File: config.mk
export PLATFORM = sky130hd
export DESIGN_NAME = apbAluPort_flat
export DESIGN_NICKNAME = d
export VERILOG_FILES = /design/src/rtl/aluPkg.sv /design/src/rtl/aluReqIf.sv /design/src/rtl/apbAluPort.sv /design/src/flat_wrapper.sv
export VERILOG_INCLUDE_DIRS = /design/src /design/src/rtl
export SDC_FILE = /design/constraint.sdc
export NUM_CORES = 1
export LEC_CHECK = 0
export BUFFER_PORTS_ARGS = -buffer_cell sky130_fd_sc_hd__buf_2
export CAP_MARGIN = 20
export CORE_AREA = 2 2 78 136
export DETAILED_ROUTE_END_ITERATION = 8
export DIE_AREA = 0 0 80 138
export GPL_ROUTABILITY_DRIVEN = 0
export MAX_ROUTING_LAYER = met4
export PLACE_DENSITY_LB_ADDON = 0.3
export SYNTH_ARGS = -nofsm -noshare
export SYNTH_HDL_FRONTEND = slang
export SYNTH_SLANG_ARGS = --single-unit
File: constraint.sdc
create_clock -name clk -period 4.8 [get_ports clk]
set_input_delay 1.44 -clock clk [delete_from_list [all_inputs] [get_ports clk]]
set_output_delay 1.44 -clock clk [all_outputs]
set_load 0.02 [all_outputs]
File: src/rtl/alu_params.svh
`ifndef aluParamsSvh
`define aluParamsSvh

// Operand and result width
`define aluDataWidth 32

// Opcode field width, covers the 16 legal codes plus the illegal range
`define aluOpWidth 5

// APB byte address width of one port
`define aluAddrWidth 5

`endif

File: src/rtl/aluPkg.sv
`default_nettype none

`include "alu_params.svh"

package aluPkg;

  // Codes 16 to 31 are illegal and rejected by the port
  typedef enum logic [`aluOpWidth-1:0] {
    opAdd  = 0,
    opSub  = 1,
    opAnd  = 2,
    opOr   = 3,
    opXor  = 4,
    opSll  = 5,
    opSrl  = 6,
    opSra  = 7,
    opSlt  = 8,  // Signed compare, result 1 or 0
    opSltu = 9,
    opMin  = 10,
    opMax  = 11,
    opMinu = 12,
    opMaxu = 13,
    opMul  = 14, // Low half of product
    opMulh = 15  // Signed high half
  } aluOp_e;

  typedef enum logic [`aluAddrWidth-1:0] {
    regOperand1 = 'h00,
    regOperand2 = 'h04,
    regOpcode   = 'h08, // Write starts an operation
    regResult   = 'h0C, // Read only
    regStatus   = 'h10  // Bit 0 busy, bit 1 zero
  } portReg_e;

endpackage

`default_nettype wire

File: src/rtl/aluReqIf.sv
`timescale 1ns/1ps
`default_nettype none

`include "alu_params.svh"

interface aluReqIf;

  logic                     req;      // Held until gnt
  aluPkg::aluOp_e           op;
  logic [`aluDataWidth-1:0] operand1;
  logic [`aluDataWidth-1:0] operand2;
  logic                     gnt;      // One cycle, result valid
  logic [`aluDataWidth-1:0] result;
  logic                     zero;

  modport requester (
    output req, op, operand1, operand2,
    input  gnt, result, zero
  );

  modport server (
    input  req, op, operand1, operand2,
    output gnt, result, zero
  );

endinterface

`default_nettype wire

File: src/rtl/apbAluPort.sv
`timescale 1ns/1ps
`default_nettype none

`include "alu_params.svh"

module apbAluPort (
  input  wire                        clk,
  input  wire                        rstN,
  input  wire [`aluAddrWidth-1:0]    paddr,
  input  wire                        psel,
  input  wire                        penable,
  input  wire                        pwrite,
  input  wire [`aluDataWidth-1:0]    pwdata,
  output logic [`aluDataWidth-1:0]   prdata,
  output logic                       pready,
  output logic                       pslverr,
  aluReqIf.requester                 aluReq
);

  aluPkg::portReg_e         regSel;
  logic                     access;
  logic                     mapped;
  logic                     writeDenied;
  logic                     opLegal;
  logic                     wrOk;
  logic [`aluDataWidth-1:0] operand1Reg;
  logic [`aluDataWidth-1:0] operand2Reg;
  aluPkg::aluOp_e           opcodeReg;
  logic [`aluDataWidth-1:0] resultReg;
  logic                     zeroReg;
  logic                     busy;

  assign regSel = aluPkg::portReg_e'(paddr);
  assign access = psel && penable;
  assign pready = 1'b1;  // No wait states

  // Upper bits must be clear and the code inside the enum range
  assign opLegal = (pwdata[`aluDataWidth-1:`aluOpWidth] == '0) &&
                   (pwdata[`aluOpWidth-1:0] <= aluPkg::opMulh);

  always_comb begin
    mapped      = 1'b1;
    writeDenied = 1'b0;
    case (regSel)
      aluPkg::regOperand1,
      aluPkg::regOperand2: writeDenied = 1'b0;
      aluPkg::regOpcode:   writeDenied = busy || !opLegal;
      aluPkg::regResult,
      aluPkg::regStatus:   writeDenied = 1'b1;  // Read only
      default:             mapped = 1'b0;
    endcase
  end

  assign pslverr = access && (!mapped || (pwrite && writeDenied));
  assign wrOk    = access && pwrite && !pslverr;

  always_comb begin
    case (regSel)
      aluPkg::regOperand1: prdata = operand1Reg;
      aluPkg::regOperand2: prdata = operand2Reg;
      aluPkg::regOpcode:   prdata = {{(`aluDataWidth-`aluOpWidth){1'b0}}, opcodeReg};
      aluPkg::regResult:   prdata = resultReg;
      aluPkg::regStatus:   prdata = {{(`aluDataWidth-2){1'b0}}, zeroReg, busy};
      default:             prdata = '0;
    endcase
  end

  always_ff @(posedge clk) begin
    if (!rstN) begin
      operand1Reg <= '0;
      operand2Reg <= '0;
      opcodeReg   <= aluPkg::opAdd;
      resultReg   <= '0;
      zeroReg     <= 1'b0;
      busy        <= 1'b0;
    end else begin
      // Operands stay frozen while a request is pending
      if (wrOk && !busy && regSel == aluPkg::regOperand1) begin
        operand1Reg <= pwdata;
      end
      if (wrOk && !busy && regSel == aluPkg::regOperand2) begin
        operand2Reg <= pwdata;
      end
      if (wrOk && regSel == aluPkg::regOpcode) begin
        opcodeReg <= aluPkg::aluOp_e'(pwdata[`aluOpWidth-1:0]);
        busy      <= 1'b1;  // Request from next cycle
      end else if (aluReq.gnt) begin
        resultReg <= aluReq.result;
        zeroReg   <= aluReq.zero;
        busy      <= 1'b0;
      end
    end
  end

  assign aluReq.req      = busy;
  assign aluReq.op       = opcodeReg;
  assign aluReq.operand1 = operand1Reg;
  assign aluReq.operand2 = operand2Reg;

  reqStable: assert property (@(posedge clk) disable iff (!rstN)
    aluReq.req && !aluReq.gnt |=> aluReq.req && $stable(aluReq.op) &&
      $stable(aluReq.operand1) && $stable(aluReq.operand2));

  // Error only in the access phase that follows a setup phase
  errInAccess: assert property (@(posedge clk) disable iff (!rstN)
    pslverr |-> $past(psel && !penable));

endmodule

`default_nettype wire

File: src/flat_wrapper.sv
// flat-port wrapper written by rule: the top's interface ports become plain ports
module apbAluPort_flat 
  (clk, rstN, paddr, psel, penable, pwrite, pwdata, prdata, pready, pslverr, aluReq_req, aluReq_op, aluReq_operand1, aluReq_operand2, aluReq_gnt, aluReq_result, aluReq_zero);
  aluReqIf aluReq_i ();
  input  wire clk;
  input  wire rstN;
  input  wire [`aluAddrWidth-1:0] paddr;
  input  wire psel;
  input  wire penable;
  input  wire pwrite;
  input  wire [`aluDataWidth-1:0] pwdata;
  output logic [`aluDataWidth-1:0] prdata;
  output logic pready;
  output logic pslverr;
  output wire logic [$bits(aluReq_i.req)-1:0] aluReq_req;
  output wire logic [$bits(aluReq_i.op)-1:0] aluReq_op;
  output wire logic [$bits(aluReq_i.operand1)-1:0] aluReq_operand1;
  output wire logic [$bits(aluReq_i.operand2)-1:0] aluReq_operand2;
  input wire logic [$bits(aluReq_i.gnt)-1:0] aluReq_gnt;
  input wire logic [$bits(aluReq_i.result)-1:0] aluReq_result;
  input wire logic [$bits(aluReq_i.zero)-1:0] aluReq_zero;
  assign aluReq_req = aluReq_i.req;
  assign aluReq_op = aluReq_i.op;
  assign aluReq_operand1 = aluReq_i.operand1;
  assign aluReq_operand2 = aluReq_i.operand2;
  assign aluReq_i.gnt = aluReq_gnt;
  assign aluReq_i.result = aluReq_result;
  assign aluReq_i.zero = aluReq_zero;
  apbAluPort u_core (.clk(clk), .rstN(rstN), .paddr(paddr), .psel(psel), .penable(penable), .pwrite(pwrite), .pwdata(pwdata), .prdata(prdata), .pready(pready), .pslverr(pslverr), .aluReq(aluReq_i));
endmodule
==> impl_results.md <==
- # setup viols final: 0
- Final min period: 4.53 ns
- CTS root buf: clkbuf_16
- Fraction of registers with async set/reset: 0
- CP endpoint kind: output port
- Post-CTS Setup Inserts: 0
- Routed vias: 4300
- Grt ovf: 0
- Area added between synthesis and finish: 28.4%
- Leading area contributor after synthesis: dfxtp_1
- R2r worst-path depth: 6
- Clock Path Buffers: 2
- Starting Density: 0.437
- Max_cap viols: 0
- Hold Path Stages: 2
- Multi-input gate area: a little over 0.002 mm^2
- Synthesized Nets: 566
- Layout cell share with drive strength beyond 1: 0.339
- Hpwl dp: ~10 mm
- Commonest non-fill, non-tap cells in the layout: buf_2 (178), nand2_1 (132), dfxtp_1 (103)
- Cts repair resizes: 0
- Post-synth top area share: 0.469
- R2R setup slack: 2.29 ns
- Post-synth top flop: dfxtp_1
- Setup TNS: 0 ns
- CTS buffer count: 9
- Slowest CP cell: nor4_1
- IO Count: 180
- WL/cell: 17.9 um
- Worst path bufs/invs: 2
- Total detailed-routing wirelength: 14.0 mm
- Avg Cell Area, Syn: 8.97 um^2
- EDFF count, synth: 0
- Via count of the first global-routing pass: 4303
- Worst-Skew Late Latency: between 0.3 and 0.4 ns
- Area of placed instances: between 0.005 and 0.006 mm^2
- Die Y: 138 um
- Core area: 0.0101 mm^2
- Hold Slack: between 0.4 and 0.5 ns
- Synthesis warning total: 0
- Final worst path period share: 0.943
- Fin Clk Skew: 0.00434 ns
- Commonest non-fill, non-tap cell in the layout: buf_2
- Layout net count: slightly above 700
- Crit start category: input port
- Power per cell area: 306 mW/mm^2
- Critical path's top delay family: simple AND/OR/NAND/NOR gates
- Row cnt: 49
- Largest fanout on the critical path: 3
- Final core occ: 0.561
- Register Area: 0.00206 mm^2
- Critical path class: in2out
- Total GRT Usage: 0.264
- Post-route ant nets: 0
- Post-Synthesis Cells: 490
- Die Wd: 80 um
- Max-slew violations: 0
- Initial DRC count: about 380
- Crit path depth: 6
- Critical Path RT: 3.36 ns
- Seq/Total Area, Yosys: 0.469
- H-tree levels: 3
- Initial antenna violation count: 1
- Drt first pass iters: 5
- Buffers on Ports: around 180
- VDD IR max: 0.212 mV
- Slew headroom: 0.515
- Slew @ Worst Pin: 0.727 ns
- CTS tree: built
- Clock sinks: just over 100
- Final instance area: 0.00564 mm^2
- Final hold vios: 0
- Die area: 0.0110 mm^2
- CTS clock-pin slew for the worst setup and hold paths: 0.07 ns
- Filler Cells Inserted: 949
- Fmax: 0.221 GHz
- Largest net degree at the start of global routing: 72
- # hold bufs at CTS: 0
- Tot Pwr: 1.73 mW
- Top cells by area, synth: dfxtp_1 (47%), nand2_1 (11%), a21boi_0 (9.2%)
- CP dominant cell by count: buf_2
- Hold Path Class: reg2reg
- Synth Register Bits: 103
- Critical-path cell list: buf_2, nor4_1, nand4_1, a2111oi_0, nor3_1, buf_2
- Cell variety after synth: 40
- First-pass GRT wire length: 22.0 mm
- Crit path DAT: 3.09 ns
- CP max stage delay: between 0.5 and 0.6 ns
- Pleak: 2.69 nW
- Run status: finished clean
- Unrepaired setup endpoints after global routing: no
- Cell Area, Synth: 0.00440 mm^2
- Vias per cell: 5.49
- Drt drc: 0
==> tightest hold or removal path, stage by stage, from the launching register on <==
cell and delay (ns):
dfxtp_1 0.32, nand2_1 0.06, a21boi_1 0.05
==> power by group <==
| group | switching (mW) | total (mW) | internal [mW] |
|---|---|---|---|
| clock network | 0.316 | 0.734 | 0.418 |
| logic | 0.0620 | 0.115 | 0.0527 |
| registers | 0.00953 | 0.880 | 0.871 |
| total | 0.388 | 1.73 | 1.34 |
==> kinds of logic after synthesis <==
kind of cell | Yosys count | share of synthesized area
buffers and inverters | 71 | 0.0765
and+or+nand+nor | 167 | 0.163
DFF | 103 | 0.469
other | 1 | 0.000853
muxes | 6 | 0.0142
AOI/OAI and AO/OA | 142 | 0.276
==> registers in the layout, summed over array words and instances (netlist names) <==
name                    flops
u_core.aluReq.op            5
u_core.resultReg           32
u_core.aluReq.operand2     32
u_core.aluReq.req           1
u_core.aluReq.operand1     32
u_core.zeroReg              1
==> final cells by class <==
| class | count | area share |
|---|---|---|
| antenna | 1 | 0.000443 |
| inverter | 27 | 0.0180 |
| sequential | 103 | 0.365 |
| clock buffer | 11 | 0.0430 |
| multi-input combinational | 316 | 0.357 |
| tap | 127 | 0.0282 |
| timing repair buffer | 193 | 0.178 |
| clock inverter | 5 | 0.0102 |
==> worst paths after layout <==
kind	start	end
max	pwdata[30]	pslverr
min	u_core.aluReq.operand1[3]	u_core.aluReq.operand1[3]
max reg2reg	u_core.aluReq.req	u_core.resultReg[21]
min reg2reg	u_core.aluReq.operand1[3]	u_core.aluReq.operand1[3]
==> through the flow <==
stage	worst slack (ns)	std cells
6_report	0.272	783
5_1_grt	0.0799	783
4_1_cts	0.265	782
3_5_place_dp	0.275	766
3_3_place_gp	0.248	766
2_1_floorplan	0.383	490
==> per-layer routing <==
layer / part of all wire / wire length (um) / global-route usage / vias up
li1: - / - / - / 2053
met1: 0.40 / 5570 / 0.303 / 2049
met2: 0.52 / 7280 / 0.446 / 171
met3: 0.054 / 750 / 0.0450 / 27
met4: 0.027 / 382 / 0.106 / 0
met5: 0 / 0 / - / -
==> cell usage after synthesis (3+ instances only) <==
cell,instances
clkbuf_1,29
a222oi_1,27
nor2_1,6
a21boi_0,54
a221o_1,5
a21boi_1,11
buf_8,3
nor2b_1,4
buf_2,5
inv_1,27
nand2_1,132
nor4_1,7
a22o_2,3
mux2i_1,4
a22o_1,34
buf_4,4
dfxtp_1,103
(Power assumes the default switching activity.)
